`config.mk`:
```
export PLATFORM = sky130hd
export DESIGN_NAME = cache_back_end_top
export DESIGN_NICKNAME = d
export VERILOG_FILES = /design/src/source/cache_be_pkg.sv /design/src/source/mem_port_if.sv /design/src/source/write_through_buffer.sv /design/src/source/write_channel.sv /design/src/source/read_channel.sv /design/src/source/cache_back_end.sv /design/src/source/cache_back_end_top.sv
export VERILOG_INCLUDE_DIRS = /design/src /design/src/source
export SDC_FILE = /design/constraint.sdc
export NUM_CORES = 1
export LEC_CHECK = 0
export BUFFER_PORTS_ARGS = -buffer_cell sky130_fd_sc_hd__buf_2
export CORE_ASPECT_RATIO = 1.5
export CORE_MARGIN = 2
export CORE_UTILIZATION = 50
export CTS_CLUSTER_DIAMETER = 200
export CTS_CLUSTER_SIZE = 10
export DETAILED_ROUTE_END_ITERATION = 10
export PLACE_DENSITY = 0.76
export SYNTH_ARGS = -nofsm -noshare
export SYNTH_HDL_FRONTEND = slang
export SYNTH_SLANG_ARGS = --single-unit
```
`constraint.sdc`:
```
create_clock -name clk_i -period 3.35 [get_ports clk_i]
set_input_delay 0.335 -clock clk_i [delete_from_list [all_inputs] [get_ports clk_i]]
set_output_delay 0.335 -clock clk_i [all_outputs]
set_load 0.02 [all_outputs]
```
`src/source/cache_be_cfg.svh`:
```
`ifndef CACHE_BE_CFG_SVH
`define CACHE_BE_CFG_SVH

// ====================
// Address and data
// ====================

// Byte address width, shared by the front end and the memory
`define CACHE_BE_ADDR_W 16

// Width of one data word
`define CACHE_BE_DATA_W 32

// ====================
// Line and buffer
// ====================

// log2 of the number of words in one cache line
`define CACHE_BE_WORD_OFFSET_W 2

// Entries in the write-through buffer
`define CACHE_BE_WBUF_DEPTH 4

`endif

```
`src/source/cache_be_pkg.sv`:
```
`include "cache_be_cfg.svh"

package cache_be_pkg;

   // ====================
   // Word geometry
   // ====================

   // Bytes per data word and the width of a byte offset
   localparam int NBYTES = `CACHE_BE_DATA_W / 8;
   localparam int NBYTES_W = $clog2(NBYTES);

   // ====================
   // Line geometry
   // ====================

   localparam int LINE_WORDS = 2 ** `CACHE_BE_WORD_OFFSET_W;

   // Word addresses drop the byte offset, line addresses also drop the word offset
   localparam int WORD_ADDR_W = `CACHE_BE_ADDR_W - NBYTES_W;
   localparam int LINE_ADDR_W = WORD_ADDR_W - `CACHE_BE_WORD_OFFSET_W;

   // ====================
   // Write buffer
   // ====================

   // Pointer width, kept at one bit for a single-entry buffer
   localparam int WBUF_PTR_W = (`CACHE_BE_WBUF_DEPTH > 1) ?
                               $clog2(`CACHE_BE_WBUF_DEPTH) : 1;

   // The occupancy count must be able to hold the full depth
   localparam int WBUF_CNT_W = $clog2(`CACHE_BE_WBUF_DEPTH + 1);

endpackage

```
`src/source/mem_port_if.sv`:
```
`include "cache_be_cfg.svh"

interface mem_port_if;
   import cache_be_pkg::*;

   // Request side
   logic                        valid;
   logic [WORD_ADDR_W-1:0]      addr;
   logic [`CACHE_BE_DATA_W-1:0] wdata;
   logic [NBYTES-1:0]           wstrb;

   // Response side, rdata is valid together with ready
   logic [`CACHE_BE_DATA_W-1:0] rdata;
   logic                        ready;

   // The requester drives the request and waits for ready
   modport channel (
      output valid, addr, wdata, wstrb,
      input  rdata, ready
   );

   // The responder answers a request
   modport back_end (
      input  valid, addr, wdata, wstrb,
      output rdata, ready
   );

endinterface

```
`src/source/write_through_buffer.sv`:
```
`include "cache_be_cfg.svh"

module write_through_buffer (
   input  logic                                 clk_i,
   input  logic                                 reset_i,

   input  logic                                 push_valid_i,
   input  logic [cache_be_pkg::WORD_ADDR_W-1:0] push_addr_i,
   input  logic [`CACHE_BE_DATA_W-1:0]          push_wdata_i,
   input  logic [cache_be_pkg::NBYTES-1:0]      push_wstrb_i,
   output logic                                 push_ready_o,

   input  logic                                 pop_i,
   output logic                                 head_valid_o,
   output logic [cache_be_pkg::WORD_ADDR_W-1:0] head_addr_o,
   output logic [`CACHE_BE_DATA_W-1:0]          head_wdata_o,
   output logic [cache_be_pkg::NBYTES-1:0]      head_wstrb_o,

   output logic                                 pending_o
);
   import cache_be_pkg::*;

   localparam int DEPTH = `CACHE_BE_WBUF_DEPTH;

   // Entry storage
   logic [WORD_ADDR_W-1:0]      addr_mem  [DEPTH];
   logic [`CACHE_BE_DATA_W-1:0] wdata_mem [DEPTH];
   logic [NBYTES-1:0]           wstrb_mem [DEPTH];

   logic [WBUF_PTR_W-1:0] wr_ptr_q;
   logic [WBUF_PTR_W-1:0] rd_ptr_q;
   logic [WBUF_CNT_W-1:0] count_q;
   logic                  push;

   assign push_ready_o = (count_q != WBUF_CNT_W'(DEPTH));
   assign push         = push_valid_i & push_ready_o;

   assign head_valid_o = (count_q != '0);
   assign pending_o    = head_valid_o;
   assign head_addr_o  = addr_mem[rd_ptr_q];
   assign head_wdata_o = wdata_mem[rd_ptr_q];
   assign head_wstrb_o = wstrb_mem[rd_ptr_q];

   always_ff @(posedge clk_i) begin
      if (push) begin
         addr_mem[wr_ptr_q]  <= push_addr_i;
         wdata_mem[wr_ptr_q] <= push_wdata_i;
         wstrb_mem[wr_ptr_q] <= push_wstrb_i;
      end
   end

   // Pointers wrap at the depth, which need not be a power of two
   always_ff @(posedge clk_i) begin
      if (reset_i) begin
         wr_ptr_q <= '0;
         rd_ptr_q <= '0;
         count_q  <= '0;
      end else begin
         if (push) begin
            wr_ptr_q <= (wr_ptr_q == WBUF_PTR_W'(DEPTH - 1)) ? '0 : wr_ptr_q + 1'b1;
         end
         if (pop_i) begin
            rd_ptr_q <= (rd_ptr_q == WBUF_PTR_W'(DEPTH - 1)) ? '0 : rd_ptr_q + 1'b1;
         end
         case ({push, pop_i})
            2'b10:   count_q <= count_q + 1'b1;
            2'b01:   count_q <= count_q - 1'b1;
            default: count_q <= count_q;
         endcase
      end
   end

   // The write channel must only take an entry that is there
   a_no_pop_when_empty: assert property (
      @(posedge clk_i) disable iff (reset_i) pop_i |-> head_valid_o
   );

   a_count_in_range: assert property (
      @(posedge clk_i) disable iff (reset_i) count_q <= WBUF_CNT_W'(DEPTH)
   );

endmodule

```
`src/source/write_channel.sv`:
```
`include "cache_be_cfg.svh"

module write_channel (
   input  logic                                 clk_i,
   input  logic                                 reset_i,

   input  logic                                 head_valid_i,
   input  logic [cache_be_pkg::WORD_ADDR_W-1:0] head_addr_i,
   input  logic [`CACHE_BE_DATA_W-1:0]          head_wdata_i,
   input  logic [cache_be_pkg::NBYTES-1:0]      head_wstrb_i,
   output logic                                 pop_o,

   output logic                                 busy_o,

   mem_port_if.channel                          mem
);
   import cache_be_pkg::*;

   localparam logic ST_IDLE  = 1'b0;
   localparam logic ST_WRITE = 1'b1;

   logic                        state_q;
   logic [WORD_ADDR_W-1:0]      addr_q;
   logic [`CACHE_BE_DATA_W-1:0] wdata_q;
   logic [NBYTES-1:0]           wstrb_q;

   // The head is taken as soon as the channel is free
   assign pop_o  = (state_q == ST_IDLE) & head_valid_i;
   assign busy_o = (state_q == ST_WRITE);

   assign mem.valid = busy_o;
   assign mem.addr  = addr_q;
   assign mem.wdata = wdata_q;
   assign mem.wstrb = wstrb_q;

   always_ff @(posedge clk_i) begin
      if (reset_i) begin
         state_q <= ST_IDLE;
      end else begin
         case (state_q)
            ST_IDLE: begin
               if (head_valid_i) begin
                  state_q <= ST_WRITE;
               end
            end
            default: begin
               if (mem.ready) begin
                  state_q <= ST_IDLE;
               end
            end
         endcase
      end
   end

   always_ff @(posedge clk_i) begin
      if (pop_o) begin
         addr_q  <= head_addr_i;
         wdata_q <= head_wdata_i;
         wstrb_q <= head_wstrb_i;
      end
   end

   // A stalled write keeps its request until the memory completes it
   a_stable_under_stall: assert property (
      @(posedge clk_i) disable iff (reset_i)
      (mem.valid && !mem.ready) |=>
         (mem.valid && $stable(mem.addr) && $stable(mem.wdata) && $stable(mem.wstrb))
   );

endmodule

```
`src/source/read_channel.sv`:
```
`include "cache_be_cfg.svh"

module read_channel (
   input  logic                                 clk_i,
   input  logic                                 reset_i,

   input  logic                                 start_i,
   input  logic [cache_be_pkg::LINE_ADDR_W-1:0] line_addr_i,
   output logic                                 replace_o,

   output logic                                 read_valid_o,
   output logic [`CACHE_BE_WORD_OFFSET_W-1:0]   read_addr_o,
   output logic [`CACHE_BE_DATA_W-1:0]          read_rdata_o,

   mem_port_if.channel                          mem
);
   import cache_be_pkg::*;

   localparam int OFFSET_W = `CACHE_BE_WORD_OFFSET_W;

   // ====================
   // Refill states
   // ====================

   localparam logic [1:0] ST_IDLE = 2'd0;
   localparam logic [1:0] ST_READ = 2'd1;
   localparam logic [1:0] ST_DONE = 2'd2;

   logic [1:0]             state_q;
   logic [OFFSET_W-1:0]    offset_q;
   logic [LINE_ADDR_W-1:0] line_q;
   logic                   word_done;
   logic                   last_word;

   assign word_done = mem.valid & mem.ready;
   assign last_word = (offset_q == OFFSET_W'(LINE_WORDS - 1));

   // Replace covers the whole refill plus one closing cycle
   assign replace_o = (state_q != ST_IDLE);

   // One read per word, reads never carry a strobe
   assign mem.valid = (state_q == ST_READ);
   assign mem.addr  = {line_q, offset_q};
   assign mem.wdata = '0;
   assign mem.wstrb = '0;

   // Each word goes out in the cycle the memory returns it
   assign read_valid_o = word_done;
   assign read_addr_o  = offset_q;
   assign read_rdata_o = mem.rdata;

   always_ff @(posedge clk_i) begin
      if (reset_i) begin
         state_q  <= ST_IDLE;
         offset_q <= '0;
      end else begin
         case (state_q)
            ST_IDLE: begin
               offset_q <= '0;
               if (start_i) begin
                  state_q <= ST_READ;
               end
            end
            ST_READ: begin
               if (word_done) begin
                  if (last_word) begin
                     state_q  <= ST_DONE;
                     offset_q <= '0;
                  end else begin
                     offset_q <= offset_q + 1'b1;
                  end
               end
            end
            default: begin
               state_q <= ST_IDLE;
            end
         endcase
      end
   end

   always_ff @(posedge clk_i) begin
      if (start_i && state_q == ST_IDLE) begin
         line_q <= line_addr_i;
      end
   end

   // The back end must route ready only to the channel that asked
   a_no_ready_without_request: assert property (
      @(posedge clk_i) disable iff (reset_i) mem.ready |-> mem.valid
   );

endmodule

```
`src/source/cache_back_end.sv`:
```
`include "cache_be_cfg.svh"

module cache_back_end (
   input  logic                                 clk_i,
   input  logic                                 reset_i,

   input  logic                                 head_valid_i,
   input  logic [cache_be_pkg::WORD_ADDR_W-1:0] head_addr_i,
   input  logic [`CACHE_BE_DATA_W-1:0]          head_wdata_i,
   input  logic [cache_be_pkg::NBYTES-1:0]      head_wstrb_i,
   output logic                                 pop_o,
   input  logic                                 writes_pending_i,

   input  logic                                 replace_valid_i,
   input  logic [cache_be_pkg::LINE_ADDR_W-1:0] replace_addr_i,
   output logic                                 replace_o,
   output logic                                 read_valid_o,
   output logic [`CACHE_BE_WORD_OFFSET_W-1:0]   read_addr_o,
   output logic [`CACHE_BE_DATA_W-1:0]          read_rdata_o,

   mem_port_if.channel                          mem
);

   mem_port_if rd_if ();
   mem_port_if wr_if ();

   logic wr_busy;
   logic refill_start;
   logic wr_head_valid;

   // A refill waits until every buffered write has reached memory
   assign refill_start  = replace_valid_i & ~writes_pending_i & ~wr_busy & ~replace_o;

   // New writes stay in the buffer while a refill owns the port
   assign wr_head_valid = head_valid_i & ~replace_o;

   read_channel u_read_channel (
      .clk_i        (clk_i),
      .reset_i      (reset_i),
      .start_i      (refill_start),
      .line_addr_i  (replace_addr_i),
      .replace_o    (replace_o),
      .read_valid_o (read_valid_o),
      .read_addr_o  (read_addr_o),
      .read_rdata_o (read_rdata_o),
      .mem          (rd_if)
   );

   write_channel u_write_channel (
      .clk_i        (clk_i),
      .reset_i      (reset_i),
      .head_valid_i (wr_head_valid),
      .head_addr_i  (head_addr_i),
      .head_wdata_i (head_wdata_i),
      .head_wstrb_i (head_wstrb_i),
      .pop_o        (pop_o),
      .busy_o       (wr_busy),
      .mem          (wr_if)
   );

   // ====================
   // Port arbitration
   // ====================

   // Reads win the port
   assign mem.valid = rd_if.valid | wr_if.valid;
   assign mem.addr  = rd_if.valid ? rd_if.addr  : wr_if.addr;
   assign mem.wdata = rd_if.valid ? rd_if.wdata : wr_if.wdata;
   assign mem.wstrb = rd_if.valid ? rd_if.wstrb : wr_if.wstrb;

   assign rd_if.ready = mem.ready & rd_if.valid;
   assign wr_if.ready = mem.ready & wr_if.valid & ~rd_if.valid;
   assign rd_if.rdata = mem.rdata;
   assign wr_if.rdata = mem.rdata;

   a_single_requester: assert property (
      @(posedge clk_i) disable iff (reset_i) !(rd_if.valid && wr_if.valid)
   );

endmodule

```
`src/source/cache_back_end_top.sv`:
```
`include "cache_be_cfg.svh"

module cache_back_end_top (
   input  logic                                 clk_i,
   input  logic                                 reset_i,

   // Front-end word writes
   input  logic                                 write_valid_i,
   input  logic [cache_be_pkg::WORD_ADDR_W-1:0] write_addr_i,
   input  logic [`CACHE_BE_DATA_W-1:0]          write_wdata_i,
   input  logic [cache_be_pkg::NBYTES-1:0]      write_wstrb_i,
   output logic                                 write_ready_o,

   // Line replacement
   input  logic                                 replace_valid_i,
   input  logic [cache_be_pkg::LINE_ADDR_W-1:0] replace_addr_i,
   output logic                                 replace_o,
   output logic                                 read_valid_o,
   output logic [`CACHE_BE_WORD_OFFSET_W-1:0]   read_addr_o,
   output logic [`CACHE_BE_DATA_W-1:0]          read_rdata_o,

   // Word memory
   output logic                                 mem_valid_o,
   output logic [cache_be_pkg::WORD_ADDR_W-1:0] mem_addr_o,
   output logic [`CACHE_BE_DATA_W-1:0]          mem_wdata_o,
   output logic [cache_be_pkg::NBYTES-1:0]      mem_wstrb_o,
   input  logic [`CACHE_BE_DATA_W-1:0]          mem_rdata_i,
   input  logic                                 mem_ready_i
);
   import cache_be_pkg::*;

   logic                        head_valid;
   logic [WORD_ADDR_W-1:0]      head_addr;
   logic [`CACHE_BE_DATA_W-1:0] head_wdata;
   logic [NBYTES-1:0]           head_wstrb;
   logic                        head_pop;
   logic                        writes_pending;

   mem_port_if mem_if ();

   write_through_buffer u_write_buffer (
      .clk_i        (clk_i),
      .reset_i      (reset_i),
      .push_valid_i (write_valid_i),
      .push_addr_i  (write_addr_i),
      .push_wdata_i (write_wdata_i),
      .push_wstrb_i (write_wstrb_i),
      .push_ready_o (write_ready_o),
      .pop_i        (head_pop),
      .head_valid_o (head_valid),
      .head_addr_o  (head_addr),
      .head_wdata_o (head_wdata),
      .head_wstrb_o (head_wstrb),
      .pending_o    (writes_pending)
   );

   cache_back_end u_back_end (
      .clk_i            (clk_i),
      .reset_i          (reset_i),
      .head_valid_i     (head_valid),
      .head_addr_i      (head_addr),
      .head_wdata_i     (head_wdata),
      .head_wstrb_i     (head_wstrb),
      .pop_o            (head_pop),
      .writes_pending_i (writes_pending),
      .replace_valid_i  (replace_valid_i),
      .replace_addr_i   (replace_addr_i),
      .replace_o        (replace_o),
      .read_valid_o     (read_valid_o),
      .read_addr_o      (read_addr_o),
      .read_rdata_o     (read_rdata_o),
      .mem              (mem_if)
   );

   assign mem_valid_o  = mem_if.valid;
   assign mem_addr_o   = mem_if.addr;
   assign mem_wdata_o  = mem_if.wdata;
   assign mem_wstrb_o  = mem_if.wstrb;
   assign mem_if.rdata = mem_rdata_i;
   assign mem_if.ready = mem_ready_i;

endmodule

```
# Yosys cells after proc, flatten, opt, wreduce, memory -nomap -nowiden
# Memory sizes are Yosys's and may differ from the RTL's. A register that Yosys moved wholly into a read port is not among the register bits.
# Index checks and enable logic that the tools add are counted.
[totals]
ramBits = 200
output_inout_bits = 88
n_memories = 3
regBits = 24
[mem_list]
columns = ["memory", "depth", "word_bits", "read_ports", "rd_ports_with_merged_regs", "wr", "line", "text"]
rows = [
  ["u_write_buffer.wdata_mem", 4, 32, 1, 1, 1, "write_through_buffer.sv:27", "logic [`CACHE_BE_DATA_W-1:0] wdata_mem [DEPTH];"],
  ["u_write_buffer.addr_mem", 4, 14, 1, 1, 1, "write_through_buffer.sv:26", "logic [WORD_ADDR_W-1:0] addr_mem [DEPTH];"],
  ["u_write_buffer.wstrb_mem", 4, 4, 1, 1, 1, "write_through_buffer.sv:28", "logic [NBYTES-1:0] wstrb_mem [DEPTH];"],
]
[classes]
reduce_logical = 8
n_eq_ne = 10
n_addsub = 5
n_bitwise = 15
mux = 18
[op_table]
columns = ["cell", "n"]
rows = [
  ["2-to-1 mux 32 bit", 1],
  ["2-to-1 mux 14 bit", 1],
  ["2-to-1 mux 2 bit", 7],
  ["AND 1 bit", 10],
  ["equality test 2 bit, second input constant", 4],
  ["one-hot mux 2 bit (2 select lines)", 2],
  ["adder 2 x 1 -> 2 bit, second input constant", 3],
  ["!= test 2 bit, second input constant", 3],
  ["one-hot mux 3 bit (2 select lines)", 1],
  ["nonzero test 2 bit", 3],
  ["2-to-1 mux 1 bit", 5],
  ["equality test 2 x 1 -> 1 bit, second input constant", 2],
  ["2-to-1 mux 4 bit", 1],
  ["NOT 1 bit", 4],
  ["adder 3 x 1 -> 3 bit, second input constant", 1],
  ["!= test 3 bit, second input constant", 1],
  ["AND reduction 3 bit", 1],
  ["nonzero test 3 bit", 1],
  ["subtractor 3 x 1 -> 3 bit, second input constant", 1],
  ["logical NOT 2 bit", 1],
  ["AND reduction 2 bit", 1],
  ["logical AND 1 bit", 1],
  ["bitwise OR 1 bit", 1],
]

# Depth between registers and ports, before layout
[logic_depth]
ltp_word = 7
ltp_mapped = 10
ltp_nobuf = 9

# Modules after synthesis
# A second synthesis with hierarchy kept.
[unflattened]
cells_unflattened = 534
area_unflattened_um2 = 11207.0
[modules_own_cells]
columns = ["mod", "area_per_inst_um2", "cells_per_inst", "instances", "seq_area_each_um2"]
rows = [
  ["write_through_buffer", 7696.1, 314, 1, 6185.9],
  ["write_channel", 1549.0, 55, 1, 1521.5],
  ["read_channel", 1079.8, 104, 1, 440.4],
  ["cache_back_end", 882.1, 61, 1, 0.0],
]

# Worst setup path before layout
# Ideal clock, no wire load.
[synth_timing]
path_type = "reg2reg"
start = "reg u_back_end.u_read_channel.state_q[0]"
end = "reg u_write_buffer.count_q[2]"
synth_period_minus_slack_ns = 3.239
setup_slack_ns = 0.111
setup_ns = 0.071
arrival_time_ns = 3.169
stages_incl_launch_ff = 10
cell_sequence = "dfxtp_1 nor3_1 nand2_1 inv_1 ha_1 inv_1 fa_1 xor2_1 or3_1 a21oi_1"
[synth_between]
elab_chain_cells = 6
word_cells_on_any_way = 8
classes_between = "eq/ne (2); mux (1); bitwise (3); reduce/logical (2)"
[synth_rtl]
columns = ["element", "line", "text"]
rows = [
  ["start, declared", "read_channel.sv:29", "logic [1:0] state_q;"],
  ["start signal, assigned", "read_channel.sv:54", "state_q <= ST_IDLE;"],
  ["start signal, assigned", "read_channel.sv:61", "state_q <= ST_READ;"],
  ["start signal, assigned", "read_channel.sv:67", "state_q <= ST_DONE;"],
  ["nonzero test 2 bit (*)", "read_channel.sv:39", "assign replace_o = (state_q != ST_IDLE);"],
  ["NOT 1 bit (*)", "cache_back_end.sv:35", "assign wr_head_valid = head_valid_i & ~replace_o;"],
  ["AND 1 bit (*)", "cache_back_end.sv:35", ""],
  ["AND 1 bit (*)", "write_channel.sv:28", "assign pop_o = (state_q == ST_IDLE) & head_valid_i;"],
  ["named net head_pop", "cache_back_end_top.sv:36", "logic head_pop;"],
  ["equality test 2 x 1 -> 1 bit / equality test 2 bit (equally long branches)", "write_through_buffer.sv:65", "case ({push, pop_i})"],
  ["one-hot mux 3 bit (2 select lines) / nonzero test 2 bit (equally long branches)", "-", ""],
  ["end signal, assigned", "write_through_buffer.sv:66", "2'b10: count_q <= count_q + 1'b1;"],
  ["end signal, assigned", "write_through_buffer.sv:67", "2'b01: count_q <= count_q - 1'b1;"],
  ["end signal, assigned", "write_through_buffer.sv:68", "default: count_q <= count_q;"],
  ["end, declared", "write_through_buffer.sv:32", "logic [WBUF_CNT_W-1:0] count_q;"],
]
# The timed path passes the listed nets; every way through them passes the cells marked *.
# A chain may end at the register's enable or synchronous reset.

# Worst setup path after layout
[layout_timing]
start = "reg u_back_end.u_read_channel.state_q[1]"
end = "out mem_wdata_o[0]"
[layout_between]
elab_chain_cells = 2
[layout_rtl]
columns = ["element", "line", "text"]
rows = [
  ["equality test 2 x 1 -> 1 bit", "read_channel.sv:42", "assign mem.valid = (state_q == ST_READ);"],
  ["2-to-1 mux 32 bit", "cache_back_end.sv:68", "assign mem.wdata = rd_if.valid ? rd_if.wdata : wr_if.wdata;"],
  ["end, declared", "cache_back_end_top.sv:25", "output logic [`CACHE_BE_DATA_W-1:0] mem_wdata_o,"],
]
# Every way passes these cells.

==> report_table.html <==
<table>
<tr><th>Metric</th><th>Value</th></tr>
<tr><th colspan="2">Routing</th></tr>
<tr><td>Final WL</td><td>19.0 mm</td></tr>
<tr><td>Detailed router's first-iteration violation count</td><td>about 360</td></tr>
<tr><td>Remaining DRCs</td><td>0</td></tr>
<tr><td>Remaining antenna violation count</td><td>0</td></tr>
<tr><td>Average via count per standard cell</td><td>5.28</td></tr>
<tr><td>DRT Pass-1 Iters</td><td>4</td></tr>
<tr><td>DR vias</td><td>5103</td></tr>
<tr><td>WL per Instance</td><td>just under 20 um</td></tr>
<tr><th colspan="2">Placed design</th></tr>
<tr><td>Count of buffers from port buffering</td><td>approximately 120</td></tr>
<tr><td>Weighted congestion reported at the end of routability-driven placement</td><td>0.693</td></tr>
<tr><td>Placed Cells incl. Taps</td><td>slightly below 900</td></tr>
<tr><td>DP HPWL</td><td>11.3 mm</td></tr>
<tr><th colspan="2">Timing</th></tr>
<tr><td>Setup repair after global routing missed its margin</td><td>no</td></tr>
<tr><td>Setup clock skew after layout</td><td>0.00867 ns</td></tr>
<tr><td>Final max-slew violation count</td><td>0</td></tr>
<tr><td>Number of failing hold endpoints at the final stage</td><td>0</td></tr>
<tr><td>Fin crit share</td><td>between 70% and 80%</td></tr>
<tr><td>Worst Tran Pin Value</td><td>1.01 ns</td></tr>
<tr><td>Maximum clock rate</td><td>386 MHz</td></tr>
<tr><td>Final number of setup-violating endpoints</td><td>0</td></tr>
<tr><td>Slew Limit Headroom</td><td>32.5%</td></tr>
<tr><td>Setup tns final</td><td>0 ns</td></tr>
<tr><td>Period minus WS final</td><td>about 2.6 ns</td></tr>
<tr><th colspan="2">Synthesis</th></tr>
<tr><td>Multiplexer fraction of the synthesized cell area</td><td>10.9%</td></tr>
<tr><td>Unique masters post-synth</td><td>33</td></tr>
<tr><td>Synthesized flop and latch total</td><td>274</td></tr>
<tr><td>Area share of fa/ha/maj cells after synthesis</td><td>1.03%</td></tr>
<tr><td>Simple-Gate Fraction of Synth Area</td><td>5.68%</td></tr>
<tr><td>Yosys synthesis warning count</td><td>0</td></tr>
<tr><td>Post-synthesis instance total</td><td>526</td></tr>
<tr><td>Mean instance size in the synthesized netlist</td><td>19.9 um2</td></tr>
<tr><td>Post-synth design cell area</td><td>between 0.01 and 0.015 mm2</td></tr>
<tr><td>Synthesized-area fraction occupied by ao, oa, aoi and oai cells</td><td>less than 1%</td></tr>
<tr><td>Xor/xnor share of the synthesized area</td><td>0.168%</td></tr>
<tr><td>Largest family of logic cells by synthesized area</td><td>multiplexers</td></tr>
<tr><td>Share of synthesized area occupied by flip-flops and latches</td><td>approximately 78%</td></tr>
<tr><td>Net count after synthesis</td><td>633</td></tr>
<tr><th colspan="2">Clock network</th></tr>
<tr><td>Clock Tree Root</td><td>sky130_fd_sc_hd__clkbuf_16</td></tr>
<tr><td>Clock Tree Buf Depth</td><td>3</td></tr>
<tr><td>Source-to-sink clock delay at the later pin of the worst-skew pair</td><td>0.55 ns</td></tr>
<tr><td>Clock tree from TritonCTS</td><td>done</td></tr>
<tr><td>Buffers inserted during post-CTS setup optimization</td><td>0</td></tr>
<tr><td>H-tree depth reported by CTS</td><td>1</td></tr>
<tr><td>Number of buffers created by CTS</td><td>31</td></tr>
<tr><td>Count of cells resized by post-cts repair</td><td>0</td></tr>
<tr><td>CTS sink count</td><td>roughly 270</td></tr>
<tr><td>Clock-pin slew on the worst setup and hold paths</td><td>0.06 ns</td></tr>
<tr><th colspan="2">Finish</th></tr>
<tr><td>Count of fill cells added during filler insertion</td><td>1454</td></tr>
<tr><td>Area growth from synthesis to final layout</td><td>19.0%</td></tr>
<tr><td>Share of cells above drive strength 1</td><td>between 30% and 40%</td></tr>
<tr><td>Commonest non-fill, non-tap cells in the layout</td><td>sky130_fd_sc_hd__edfxtp_1, sky130_fd_sc_hd__buf_2, sky130_fd_sc_hd__mux4_2</td></tr>
<tr><td>Final #Nets</td><td>between 700 and 800</td></tr>
<tr><td>Number of cells in the finished layout apart from fillers</td><td>966</td></tr>
<tr><td>Most frequent standard cell in the layout excluding fill and tap cells</td><td>sky130_fd_sc_hd__edfxtp_1</td></tr>
<tr><th colspan="2">Floorplan</th></tr>
<tr><td>Die Height</td><td>181 um</td></tr>
<tr><td>Number of ports placed on the die boundary</td><td>187</td></tr>
<tr><td>Area of the core region</td><td>about 0.02 mm2</td></tr>
<tr><td>Initial Utilization</td><td>51.2%</td></tr>
<tr><td>Horizontal die dimension</td><td>122 um</td></tr>
<tr><td>Number of placement rows</td><td>64</td></tr>
<tr><td>Area of the die</td><td>0.0221 mm2</td></tr>
<tr><th colspan="2">Pwr</th></tr>
<tr><td>Areal power density over the cells</td><td>836 mW/mm2</td></tr>
<tr><td>Post-route total power</td><td>slightly above 0.01 W</td></tr>
<tr><td>Worst VDD drop</td><td>398 uV</td></tr>
<tr><td>Static leakage power</td><td>4.36 nW</td></tr>
<tr><th colspan="2">Global route</th></tr>
<tr><td>Wire length of the first global-routing pass</td><td>29.6 mm</td></tr>
<tr><td>Via count of the first global-routing pass</td><td>approximately 5600</td></tr>
<tr><td>Pin count of the biggest net entering global routing</td><td>between 50 and 60</td></tr>
<tr><td>Global-route congestion overflow total</td><td>0</td></tr>
<tr><td>Gr usage total</td><td>roughly 17%</td></tr>
<tr><td>Initial antenna violation count</td><td>1</td></tr>
<tr><th colspan="2">Critical path</th></tr>
<tr><td>Crit start category</td><td>flip-flop</td></tr>
<tr><td>Depth of the worst register-to-register path</td><td>9</td></tr>
<tr><td>Largest stage delay on the critical path</td><td>0.79 ns</td></tr>
<tr><td>Worst-path maximum fanout</td><td>53</td></tr>
<tr><td>Max stage delay cell, worst path</td><td>sky130_fd_sc_hd__nand2b_2</td></tr>
<tr><td>Launching element of the worst setup path</td><td>u_back_end.u_read_channel.state_q[1]$_SDFFE_PP0P_</td></tr>
<tr><td>Worst reg2reg path startpoint</td><td>u_write_buffer.count_q[2]$_SDFFE_PP0P_</td></tr>
<tr><td>Ordered cell list for the critical path</td><td>nand2b_2 &gt; and2_1 &gt; buf_2</td></tr>
<tr><td>Kind of critical path</td><td>reg2out</td></tr>
<tr><td>CP top delay family</td><td>simple AND/OR/NAND/NOR gates</td></tr>
<tr><td>CP Capture Type</td><td>output pin</td></tr>
<tr><td>Critical path buffers and inverters</td><td>1</td></tr>
<tr><td>Endpoint arrival time on the critical path</td><td>2.25 ns</td></tr>
<tr><td>Capturing point of the worst reg2reg path</td><td>u_write_buffer.count_q[2]$_SDFFE_PP0P_</td></tr>
<tr><td>Minimum setup slack among reg-to-reg paths</td><td>0.87 ns</td></tr>
<tr><td>Critical Path RT</td><td>3.01 ns</td></tr>
<tr><th colspan="2">Job</th></tr>
<tr><td>Maximum Capacitance Violations</td><td>0</td></tr>
<tr><th colspan="2">Hold path</th></tr>
<tr><td>Worst min path class</td><td>in2reg</td></tr>
<tr><td>Startpoint of the lowest-slack hold path</td><td>write_wdata_i[14]</td></tr>
<tr><td>Number of instances on the worst hold path</td><td>1</td></tr>
<tr><td>Hold worst-path end</td><td>u_write_buffer.wdata_mem[2][14]$_DFFE_PP_</td></tr>
<tr><th colspan="2">Status</th></tr>
<tr><td>Outcome</td><td>finished clean</td></tr>
</table>
-- per-layer routing --
metal / vias up / share of wire (%) / GRT usage, % / wire [um]
met5: - / 0 / 0 / 0
met2: 150 / 56 / 32.2 / 10600
met4: 0 / 2.6 / 6.34 / 488
li1: 2314 / - / - / -
met1: 2589 / 37 / 19.8 / 7000
met3: 50 / 5.0 / 2.90 / 957
-- worst reg2reg max path, delay by kind of cell, from the launching register on --
family | cells | cell delay, ns
simple gates | 3 | 1.00
fa+ha+maj | 2 | 0.60
buf+inv | 2 | 0.12
compound gates | 1 | 0.15
flops | 1 | 0.38
xor+xnor | 1 | 0.16
-- cell usage after synthesis --
cell | n | area, um2
sky130_fd_sc_hd__nor2b_1 | 3 | 18.8
sky130_fd_sc_hd__ha_1 | 7 | 87.6
sky130_fd_sc_hd__buf_2 | 4 | 20.0
sky130_fd_sc_hd__mux2i_1 | 1 | 10.0
sky130_fd_sc_hd__xor2_1 | 2 | 17.5
sky130_fd_sc_hd__and3_2 | 4 | 30.0
sky130_fd_sc_hd__dfxtp_1 | 12 | 240
sky130_fd_sc_hd__fa_1 | 1 | 20.0
sky130_fd_sc_hd__inv_1 | 8 | 30.0
sky130_fd_sc_hd__o31ai_2 | 1 | 12.5
sky130_fd_sc_hd__or3b_1 | 1 | 8.76
sky130_fd_sc_hd__and2_1 | 36 | 225
sky130_fd_sc_hd__nand2b_1 | 5 | 31.3
sky130_fd_sc_hd__o21ai_1 | 1 | 5.00
sky130_fd_sc_hd__nor2_1 | 5 | 18.8
sky130_fd_sc_hd__buf_6 | 1 | 11.3
sky130_fd_sc_hd__or3_1 | 2 | 12.5
sky130_fd_sc_hd__edfxtp_1 | 262 | 7870
sky130_fd_sc_hd__o21ba_2 | 1 | 10.0
sky130_fd_sc_hd__clkbuf_1 | 11 | 41.3
sky130_fd_sc_hd__mux4_2 | 50 | 1130
sky130_fd_sc_hd__or2_2 | 1 | 6.26
sky130_fd_sc_hd__buf_4 | 39 | 293
sky130_fd_sc_hd__o31ai_1 | 1 | 7.51
sky130_fd_sc_hd__nand2_1 | 44 | 165
sky130_fd_sc_hd__nand4b_1 | 1 | 8.76
sky130_fd_sc_hd__and2_4 | 1 | 8.76
sky130_fd_sc_hd__a21oi_1 | 7 | 35.0
sky130_fd_sc_hd__and3b_1 | 2 | 17.5
sky130_fd_sc_hd__nor3_1 | 4 | 20.0
sky130_fd_sc_hd__and3_1 | 1 | 6.26
sky130_fd_sc_hd__o21ai_0 | 4 | 20.0
sky130_fd_sc_hd__nand3_1 | 3 | 15.0
-- sequential cells by signal, indices dropped and copies added, names as in the netlist --
register and count:
u_back_end.u_read_channel.state_q 2, u_back_end.u_write_channel.busy_o 1, u_back_end.u_read_channel.read_addr_o 2, u_back_end.u_write_channel.mem.wdata 32, u_write_buffer.addr_mem 56, u_back_end.u_read_channel.line_q 12
u_write_buffer.wstrb_mem 16, u_write_buffer.rd_ptr_q 2, u_write_buffer.wdata_mem 128, u_write_buffer.count_q 3, u_write_buffer.wr_ptr_q 2, u_back_end.u_write_channel.mem.wstrb 4
u_back_end.u_write_channel.mem.addr 14
-- final cells by class --
| class | count | area, um2 | area share (%) |
|---|---|---|---|
| sequential | 274 | 8110 | 65.2 |
| multi-input combinational | 189 | 1950 | 15.7 |
| timing repair buffer | 172 | 1110 | 8.96 |
| clock buffer | 56 | 870 | 6.99 |
| tap | 264 | 330 | 2.66 |
| inverter | 8 | 30.0 | 0.241 |
| clock inverter | 2 | 28.8 | 0.231 |
| antenna | 1 | 2.50 | 0.0201 |
-- stage by stage --
step | setup WS (ns) | util [%] | area (um2) | hold slack [ns]
6_report | 0.762 | 60.9 | 12400 | 0.0174
5_1_grt | 0.591 | 60.9 | 12400 | 0.00914
4_1_cts | 0.718 | 60.9 | 12400 | 0.000474
3_5_place_dp | 0.885 | 54.5 | 11100 | 0.505
3_3_place_gp | 1.02 | 54.5 | 11100 | 0.485
2_1_floorplan | 0.111 | - | 10400 | 0.434
-- logic make-up (layout without fill, tap and decap cells) --
logic type / after synthesis / after routing
muxes: 51 / 51
adders and majority gates: 8 / 8
xor gates and xnor gates: 2 / 2
AOI/OAI and AO/OA: 15 / 15
DFF: 274 / 274
and+or+nand+nor: 113 / 113
other: 0 / 1
buffers and inverters: 63 / 238
-- power by group --
group          switching, W  internal (W)  total (W)
Combinational       0.00157       0.00101    0.00258
Sequential         0.000242       0.00461    0.00485
Clock               0.00122       0.00174    0.00296
-- worst max-delay path by stage --
stage / endpoint / slack [ns] / depth (start not counted)
6_report: mem_wdata_o[0] / 0.76 / 3
5_1_grt: mem_addr_o[6] / 0.59 / 4
4_1_cts: mem_wdata_o[17] / 0.72 / 3
3_5_place_dp: u_write_buffer.count_q[2]$_SDFFE_PP0P_ / 0.89 / 9
3_3_place_gp: u_write_buffer.count_q[2]$_SDFFE_PP0P_ / 1.02 / 9
2_1_floorplan: u_write_buffer.count_q[2]$_SDFFE_PP0P_ / 0.11 / 9
-- repair_timing --
item                                   CTS  global route
endpoints found under the hold margin  118             0
hold buffers                            41             0
setup endpoints to repair                0             0
No activity file was read; power rests on OpenSTA's default activity.
